**src/hw/motor_pkg.sv**
```systemverilog
package motor_pkg;

  // ====================
  // channel sizes
  // ====================
  localparam int N_MOTORS   = 8;
  localparam int IDX_W      = $clog2(N_MOTORS);   // channel select bits
  localparam int CNT_W      = 32;                 // signed encoder count
  localparam int DUTY_W     = 12;
  localparam int PWM_PERIOD = 2 ** DUTY_W;        // clocks per pwm frame

  // clock and led rate
  localparam int CLK_HZ     = 50_000_000;
  localparam int BLINK_HZ   = 10;
  localparam int BLINK_HALF = CLK_HZ / (2 * BLINK_HZ);  // clocks per led phase
  localparam int BLINK_W    = $clog2(BLINK_HALF);

  // ====================
  // register map
  // ====================
  localparam int ADDR_W = 5;
  localparam int DATA_W = 32;

  localparam logic [ADDR_W-1:0] REG_PWM_BASE = ADDR_W'(0);   // 0..7
  localparam logic [ADDR_W-1:0] REG_CNT_BASE = ADDR_W'(8);   // 8..15
  localparam logic [ADDR_W-1:0] REG_RST_MASK = ADDR_W'(16);
  localparam logic [ADDR_W-1:0] REG_STATUS   = ADDR_W'(17);

  // status word layout
  localparam int STAT_ESTOP_BIT = 0;   // e-stop pin level
  localparam int STAT_FAULT_LSB = 8;   // fault pins, one per channel

  // one channel command, low 14 bits of a pwm register
  typedef struct packed {
    logic              enable;   // driver enable
    logic              dir;      // motor direction
    logic [DUTY_W-1:0] duty;     // high clocks per frame
  } pwm_cmd_t;

  // host request payload, held stable while req is high
  typedef struct packed {
    logic              we;       // 1 write, 0 read
    logic [ADDR_W-1:0] addr;
    logic [DATA_W-1:0] wdata;
  } host_req_t;

endpackage

```
**src/hw/quad_decoder.sv**
```systemverilog
`timescale 1ns/10ps

module quad_decoder (
  input  logic                               i_fpga_clk_50,
  input  logic                               i_rst_n,
  input  logic                               i_clear,   // hold count at zero
  input  logic                               i_enc_a,
  input  logic                               i_enc_b,
  output logic signed [motor_pkg::CNT_W-1:0] o_count
);

  logic [1:0] a_sync;   // [1] is the settled stage
  logic [1:0] b_sync;
  logic       a_prev;   // last settled state
  logic       b_prev;
  logic       step;     // exactly one line moved
  logic       up;       // a leads b

  // ====================
  // input synchronizers
  // ====================
  always_ff @(posedge i_fpga_clk_50 or negedge i_rst_n) begin
    if (!i_rst_n) begin
      a_sync <= '0;
      b_sync <= '0;
    end else begin
      a_sync <= {a_sync[0], i_enc_a};
      b_sync <= {b_sync[0], i_enc_b};
    end
  end

  // gray step check, both lines moving is a lost edge and counts nothing
  assign step = (a_sync[1] ^ a_prev) ^ (b_sync[1] ^ b_prev);
  assign up   = a_sync[1] ^ b_prev;   // 00>10>11>01 is forward

  // ====================
  // x4 counter
  // ====================
  always_ff @(posedge i_fpga_clk_50 or negedge i_rst_n) begin
    if (!i_rst_n) begin
      a_prev  <= 1'b0;
      b_prev  <= 1'b0;
      o_count <= '0;
    end else begin
      a_prev <= a_sync[1];   // keep tracking while cleared
      b_prev <= b_sync[1];
      if (i_clear) begin
        o_count <= '0;
      end else if (step) begin
        o_count <= up ? o_count + 1 : o_count - 1;   // wraps two's complement
      end
    end
  end

endmodule

```
**src/hw/pwm_gen.sv**
```systemverilog
`timescale 1ns/10ps

module pwm_gen (
  input  logic                i_fpga_clk_50,
  input  logic                i_rst_n,
  input  motor_pkg::pwm_cmd_t i_cmd,      // live register value
  output logic                o_pwm,
  output logic                o_dir,
  output logic                o_enable
);

  import motor_pkg::*;

  logic [DUTY_W-1:0] period_cnt;   // free running frame position
  logic              wrap;         // last clock of the frame
  pwm_cmd_t          shadow;       // command for the current frame

  assign wrap = (period_cnt == DUTY_W'(PWM_PERIOD - 1));

  // ====================
  // frame counter
  // ====================
  always_ff @(posedge i_fpga_clk_50 or negedge i_rst_n) begin
    if (!i_rst_n) begin
      period_cnt <= '0;
      shadow     <= '0;   // driver off until first frame load
    end else begin
      period_cnt <= period_cnt + 1'b1;   // rolls over to zero after wrap
      if (wrap) begin
        shadow <= i_cmd;   // new duty only at frame start, no short pulses
      end
    end
  end

  // high for duty clocks from frame start
  assign o_pwm    = shadow.enable && (period_cnt < shadow.duty);
  assign o_dir    = shadow.dir;
  assign o_enable = shadow.enable;   // e-stop gating happens at the top

endmodule

```
**src/hw/blink_divider.sv**
```systemverilog
`timescale 1ns/10ps

module blink_divider (
  input  logic i_fpga_clk_50,
  input  logic i_rst_n,
  output logic o_led          // activity blink
);

  import motor_pkg::*;

  logic [BLINK_W-1:0] div_cnt;    // clocks into this led phase
  logic               terminal;   // last clock of a phase

  assign terminal = (div_cnt == BLINK_W'(BLINK_HALF - 1));

  // ====================
  // divider
  // ====================
  always_ff @(posedge i_fpga_clk_50 or negedge i_rst_n) begin
    if (!i_rst_n) begin
      div_cnt <= '0;
      o_led   <= 1'b0;   // off out of reset
    end else if (terminal) begin
      div_cnt <= '0;
      o_led   <= ~o_led;   // half period done
    end else begin
      div_cnt <= div_cnt + 1'b1;
    end
  end

endmodule

```
**src/hw/host_regs.sv**
```systemverilog
`timescale 1ns/10ps

module host_regs (
  input  logic                               i_fpga_clk_50,
  input  logic                               i_rst_n,
  input  logic                               i_host_req,
  input  motor_pkg::host_req_t               i_host_pkt,
  output logic                               o_host_ack,
  output logic [motor_pkg::DATA_W-1:0]       o_host_rdata,
  input  logic signed [motor_pkg::CNT_W-1:0] i_counts [motor_pkg::N_MOTORS],
  input  logic                               i_nestop,
  input  logic [motor_pkg::N_MOTORS-1:0]     i_nfault,
  output motor_pkg::pwm_cmd_t                o_cmds [motor_pkg::N_MOTORS],
  output logic [motor_pkg::N_MOTORS-1:0]     o_clear   // encoder reset mask
);

  import motor_pkg::*;

  logic              start;      // req seen high, ack still low
  logic [ADDR_W-1:0] pwm_off;    // offset into pwm block
  logic [ADDR_W-1:0] cnt_off;    // offset into count block
  logic              pwm_hit;
  logic              cnt_hit;
  logic              mask_hit;
  logic              stat_hit;
  logic [DATA_W-1:0] status;
  logic [DATA_W-1:0] rd_mux;

  // one access per transaction, ack high blocks a repeat
  assign start = i_host_req && !o_host_ack;

  // ====================
  // address decode
  // ====================
  always_comb begin
    pwm_off  = i_host_pkt.addr - REG_PWM_BASE;
    cnt_off  = i_host_pkt.addr - REG_CNT_BASE;   // wraps high below the block
    pwm_hit  = (pwm_off < ADDR_W'(N_MOTORS));
    cnt_hit  = (cnt_off < ADDR_W'(N_MOTORS));
    mask_hit = (i_host_pkt.addr == REG_RST_MASK);
    stat_hit = (i_host_pkt.addr == REG_STATUS);
  end

  always_comb begin
    status                               = '0;
    status[STAT_ESTOP_BIT]               = i_nestop;
    status[STAT_FAULT_LSB +: N_MOTORS]   = i_nfault;   // raw active-low levels
  end

  // read data, unmapped gives zero
  always_comb begin
    rd_mux = '0;
    if (pwm_hit) begin
      rd_mux = DATA_W'(o_cmds[pwm_off[IDX_W-1:0]]);
    end else if (cnt_hit) begin
      rd_mux = DATA_W'(i_counts[cnt_off[IDX_W-1:0]]);
    end else if (mask_hit) begin
      rd_mux = DATA_W'(o_clear);
    end else if (stat_hit) begin
      rd_mux = status;
    end
  end

  // ====================
  // handshake and storage
  // ====================
  always_ff @(posedge i_fpga_clk_50 or negedge i_rst_n) begin
    if (!i_rst_n) begin
      o_host_ack <= 1'b0;
      o_clear    <= '0;
      for (int i = 0; i < N_MOTORS; i++) begin
        o_cmds[i] <= '0;
      end
    end else begin
      if (start) begin
        o_host_ack <= 1'b1;
      end else if (!i_host_req) begin
        o_host_ack <= 1'b0;   // req dropped, close the transaction
      end
      if (start && i_host_pkt.we) begin   // writes to counts or status are dropped
        if (pwm_hit) begin
          o_cmds[pwm_off[IDX_W-1:0]] <= pwm_cmd_t'(i_host_pkt.wdata[$bits(pwm_cmd_t)-1:0]);
        end else if (mask_hit) begin
          o_clear <= i_host_pkt.wdata[N_MOTORS-1:0];
        end
      end
    end
  end

  // captured at start, held while ack is high
  always_ff @(posedge i_fpga_clk_50) begin
    if (start) begin
      o_host_rdata <= rd_mux;
    end
  end

endmodule

```
**src/hw/motor_ctrl_top.sv**
```systemverilog
`timescale 1ns/10ps

module motor_ctrl_top (
  input  logic                           i_fpga_clk_50,
  input  logic                           i_rst_n,
  // host register port
  input  logic                           i_host_req,
  input  motor_pkg::host_req_t           i_host_pkt,
  output logic                           o_host_ack,
  output logic [motor_pkg::DATA_W-1:0]   o_host_rdata,
  // motor channel pins
  input  logic [motor_pkg::N_MOTORS-1:0] i_enc_a,
  input  logic [motor_pkg::N_MOTORS-1:0] i_enc_b,
  input  logic [motor_pkg::N_MOTORS-1:0] i_nfault,
  input  logic                           i_nestop,     // low stops all drivers
  output logic [motor_pkg::N_MOTORS-1:0] o_pwm,
  output logic [motor_pkg::N_MOTORS-1:0] o_dir,
  output logic [motor_pkg::N_MOTORS-1:0] o_en_reset,
  output logic                           o_act_led
);

  import motor_pkg::*;

  logic signed [CNT_W-1:0] counts [N_MOTORS];   // decoder to regs
  pwm_cmd_t                cmds   [N_MOTORS];   // regs to pwm
  logic [N_MOTORS-1:0]     clear;               // per channel count clear
  logic [N_MOTORS-1:0]     drv_en;              // enable before e-stop

  // ====================
  // register port
  // ====================
  host_regs u_regs (
    .i_fpga_clk_50 (i_fpga_clk_50),
    .i_rst_n       (i_rst_n),
    .i_host_req    (i_host_req),
    .i_host_pkt    (i_host_pkt),
    .o_host_ack    (o_host_ack),
    .o_host_rdata  (o_host_rdata),
    .i_counts      (counts),
    .i_nestop      (i_nestop),
    .i_nfault      (i_nfault),
    .o_cmds        (cmds),
    .o_clear       (clear)
  );

  // ====================
  // motor channels
  // ====================
  for (genvar i = 0; i < N_MOTORS; i++) begin : g_ch
    quad_decoder u_quad (
      .i_fpga_clk_50 (i_fpga_clk_50),
      .i_rst_n       (i_rst_n),
      .i_clear       (clear[i]),
      .i_enc_a       (i_enc_a[i]),
      .i_enc_b       (i_enc_b[i]),
      .o_count       (counts[i])
    );

    pwm_gen u_pwm (
      .i_fpga_clk_50 (i_fpga_clk_50),
      .i_rst_n       (i_rst_n),
      .i_cmd         (cmds[i]),
      .o_pwm         (o_pwm[i]),
      .o_dir         (o_dir[i]),
      .o_enable      (drv_en[i])
    );

    assign o_en_reset[i] = drv_en[i] & i_nestop;   // e-stop overrides, no clock
  end

  blink_divider u_blink (
    .i_fpga_clk_50 (i_fpga_clk_50),
    .i_rst_n       (i_rst_n),
    .o_led         (o_act_led)
  );

endmodule

```
**config.mk**
```make
export PLATFORM = sky130hd
export DESIGN_NAME = motor_ctrl_top
export DESIGN_NICKNAME = d
export VERILOG_FILES = /design/src/hw/motor_pkg.sv /design/src/hw/quad_decoder.sv /design/src/hw/pwm_gen.sv /design/src/hw/blink_divider.sv /design/src/hw/host_regs.sv /design/src/hw/motor_ctrl_top.sv
export SDC_FILE = /design/constraint.sdc
export NUM_CORES = 2
export LEC_CHECK = 0
export BUFFER_PORTS_ARGS = -buffer_cell sky130_fd_sc_hd__buf_2
export CAP_MARGIN = 20
export CORE_MARGIN = 1.5
export CORE_UTILIZATION = 50
export DETAILED_ROUTE_END_ITERATION = 7
export GPL_TIMING_DRIVEN = 0
export PLACE_DENSITY = 0.66
export SETUP_SLACK_MARGIN = 0.15
export SLEW_MARGIN = 20
export SYNTH_ARGS = -nofsm -noshare
export SYNTH_HDL_FRONTEND = slang
export SYNTH_SLANG_ARGS = --single-unit
```
**constraint.sdc**
```tcl
create_clock -name i_fpga_clk_50 -period 11.4 [get_ports i_fpga_clk_50]
set_clock_uncertainty 0.05 [all_clocks]
set_input_delay 0.57 -clock i_fpga_clk_50 [delete_from_list [all_inputs] [get_ports i_fpga_clk_50]]
set_output_delay 0.57 -clock i_fpga_clk_50 [all_outputs]
set_load 0.02 [all_outputs]
```
==> impl_metrics.env <==
export IMPL_synth_ff_type="dfrtp_1"
export IMPL_cp_slowest_stage_delay_ps=970
export IMPL_yosys_top_cells_area="dfrtp_1 (37%), nor2_1 (4.5%), mux2_2 (4.5%)"
export IMPL_yosysMostFrequentCell="dfrtp_1"
export IMPL_worst_setup_path_end_kind="flip-flop"
export IMPL_fin_crit_sh_pct=44.8
export IMPL_worstHoldPathType="primary input to flip-flop"
export IMPL_die_y_um=301
export IMPL_core_um2=88200
export IMPL_ant_nets=0
export IMPL_grt_max_degree=99
export IMPL_totalWireLength_um=171000
export IMPL_yosysWarnings=0
export IMPL_worst_slew_pin_slew_ps=1200
export IMPL_syn_nets=5235
export IMPL_drv_slew=0
export IMPL_worstPathArrival_ps=5640
export IMPL_p_total_uw=9300
export IMPL_cts_resized=0
export IMPL_netlist_area_um2=44400
export IMPL_synth_cells=5048
export IMPL_die_x_um=301
export IMPL_multiInputGateArea_um2=24800
export IMPL_netlist_top_cells_count="dfrtp_1 (656), nor2_1 (536), nand2_1 (462), clkbuf_1 (323), nand3_1 (248)"
export IMPL_vias_per_cell=6.48
export IMPL_cp_max_fo=10
export IMPL_required_ps=11930
export IMPL_first_iter_violations=4721
export IMPL_cts_buffers=81
export IMPL_vias=42048
export IMPL_setup_violations=0
export IMPL_cap_violations=0
export IMPL_antenna_found_initial=7
export IMPL_yosys_area_top_type="dfrtp_1"
export IMPL_gp_congestion=1.05
export IMPL_status="finished, final reports clean"
export IMPL_synth_seq_cells=688
export IMPL_crit_top_cell="buf_2"
export IMPL_portBuffers=103
export IMPL_final_nets=5447
export IMPL_p_leak_uw=0.0208
export IMPL_reg2reg_slack_ps=6290
export IMPL_start_util_pct=50.3
export IMPL_utilization_pct=56.0
export IMPL_min_period_ps=5110
export IMPL_clk_pin_slew_ps=60
export IMPL_h_tree_depth=3
export IMPL_critPathBufInv=4
export IMPL_io_pins=124
export IMPL_critPathSlowestCell="a222oi_1"
export IMPL_dr_pass1_iters=8
export IMPL_worst_setup_path_type="flip-flop to flip-flop"
export IMPL_powerDensity_nw_per_um2=188
export IMPL_post_dp_hpwl_um=128000
export IMPL_path_cells="xor2_1 -> buf_2 -> buf_2 -> buf_2 -> buf_1 -> xnor2_1 -> ha_1 -> nor2_1 -> a21o_1 -> a222oi_1 -> a41oi_1 -> or4_1 -> nand2_1"
export IMPL_critPathTopFamily="buffers and inverters"
export IMPL_die_area_um2=90600
export IMPL_post_cts_buffers=0
export IMPL_synth_cell_types=105
export IMPL_cts_buffer_depth=3
export IMPL_ir_worst_vdd_mv=0.152
export IMPL_startpoint_type="flip-flop"
export IMPL_cts_sinks=688
export IMPL_drc=0
export IMPL_register_area_um2=17400
export IMPL_yosysTopAreaCellShare_pct=37.0
export IMPL_num_rows=109
export IMPL_clock_latency_ps=680
export IMPL_routedWlPerCell_um=26.3
export IMPL_grt_pass1_wl_um=256000
export IMPL_track_usage_pct=37.4
export IMPL_ctsRootBufferMaster="clkbuf_16"
export IMPL_synth_async_sr_flop_share_pct=95.3
export IMPL_grt_overflow=0
export IMPL_hold_viol=0
export IMPL_holdWs_ps=45.8
export IMPL_grt_pass1_vias=39893
export IMPL_yosysSeqAreaShare_pct=39.1
export IMPL_slew_headroom_pct=19.9
export IMPL_synth_edff_count=32
export IMPL_num_fill_cells=8107
export IMPL_drive_gt1_share_pct=10.6
export IMPL_synthToLayoutAreaGrowth_pct=11.3
export IMPL_grt_setup_unrepaired="no"
export IMPL_avgSynthCellArea_um2=8.80
export IMPL_cts_tree="yes"
export IMPL_fmax_ghz=0.196
path summary, 6_finish.rpt:
| check | from | endpoint | cells after the start |
|---|---|---|---|
| max in group asynchronous | i_rst_n | g_ch[1].u_pwm.period_cnt[0] | 6 |
| hold / removal | i_host_req | u_regs.o_host_ack | 2 |
| setup reg to reg | g_ch[2].u_quad.a_sync[1] | g_ch[2].u_quad.o_count[22] | 13 |
| hold reg to reg | g_ch[5].u_quad.b_sync[0] | g_ch[5].u_quad.b_sync[1] | 0 |
| min in group asynchronous | i_rst_n | g_ch[7].u_quad.o_count[27] | 2 |
| setup / recovery | g_ch[2].u_quad.a_sync[1] | g_ch[2].u_quad.o_count[22] | 13 |
cells by family (layout without fill, tap and decap cells):
| group | after synthesis | count (layout) | synth area share, % |
|---|---|---|---|
| xor+xnor | 305 | 305 | 6.07 |
| simple gates | 2057 | 2057 | 23.3 |
| compound gates | 985 | 985 | 14.9 |
| other cells | 0 | 2 | 0 |
| fa+ha+maj | 121 | 121 | 3.41 |
| buf+inv | 571 | 847 | 5.14 |
| flops | 688 | 688 | 39.1 |
| mux | 321 | 321 | 8.06 |
where the power goes:
group	switching, µW	internal [µW]	total [µW]	leakage [µW]
sequential	268	2780	3040	0.00896
clock	1100	1490	2590	0.00127
combinational	2540	1130	3660	0.0106
total	3910	5390	9300	0.0208
through the flow:
stage	TNS [ps]	setup slack [ps]	instances	instance area [µm²]
2_1_floorplan	0	7560	5048	44400
4_1_cts	0	6530	6488	49400
6_report	0	6290	6491	49400
5_1_grt	0	6100	6491	49400
3_3_place_gp	-2804860	-4400	6316	46400
3_5_place_dp	0	6580	6324	46600
worst reg2reg max path: cells and delay by family, from the launching register on:
family / cells / cell delay (ps)
XOR/XNOR: 2 / 560
flip-flops: 1 / 410
AND/OR/NAND/NOR: 3 / 700
AO/OA/AOI/OAI: 3 / 1470
adder cells (fa/ha/maj): 1 / 300
buffers and inverters: 4 / 1530
layer usage:
| metal | vias up | GRT usage, % | wire length (µm) |
|---|---|---|---|
| met5 | - | 0 | 57 |
| met4 | 8 | 17.4 | 8510 |
| met3 | 402 | 7.86 | 16600 |
| met2 | 2246 | 56.3 | 74800 |
| met1 | 20636 | 51.4 | 70700 |
| li1 | 18756 | - | - |
what timing repair did:
item	in CTS	in global routing
hold endpoints to repair	87	0
setup endpoints to repair	0	0
hold buffers	17	0
sequential cells by signal, summed over array words and instances (netlist names), 8 cells and up:
signal and cells:
g_ch.u_pwm.o_dir 8, g_ch.u_pwm.o_enable 8, g_ch.u_quad.o_count 256, u_regs.o_host_rdata 32, g_ch.u_quad.b_prev 8, g_ch.u_pwm.period_cnt 96, g_ch.u_quad.a_sync 16, u_regs.o_clear 8
g_ch.u_quad.b_sync 16, g_ch.u_pwm.shadow 96, u_blink.div_cnt 22, u_regs.o_cmds 112, g_ch.u_quad.a_prev 8
final cells by class:
cell class                 instances  share of cell area (%)
antenna                            2                  0.0101
inverter                         152                    1.15
buffer                           419                    3.47
clock inverter                    32                   0.699
sequential                       688                    35.2
tap                             1165                    2.95
multi-input combinational       3789                    50.1
timing repair buffer             129                    1.85
clock buffer                     115                    4.60
placed cells by master, fill, tap and decap left out, types with 33 or more instances in the layout:
master     count
a211oi_1      39
a21o_1        33
a21oi_1      172
a221oi_1      36
a22o_1        37
a22oi_1       75
a31oi_1       69
and2_1        50
and3_1        94
and4_1        34
buf_2        151
clkbuf_1     346
clkbuf_16     82
dfrtp_1      656
ha_1         121
inv_1        147
mux2_2       177
mux2i_1      126
nand2_1      462
nand3_1      248
nand4_1      127
nor2_1       535
nor3_1       127
nor4_1        92
o21ai_0      235
or3_1         55
or4_1         69
xnor2_1      202
xor2_1        99
(Power assumes the default switching activity.)
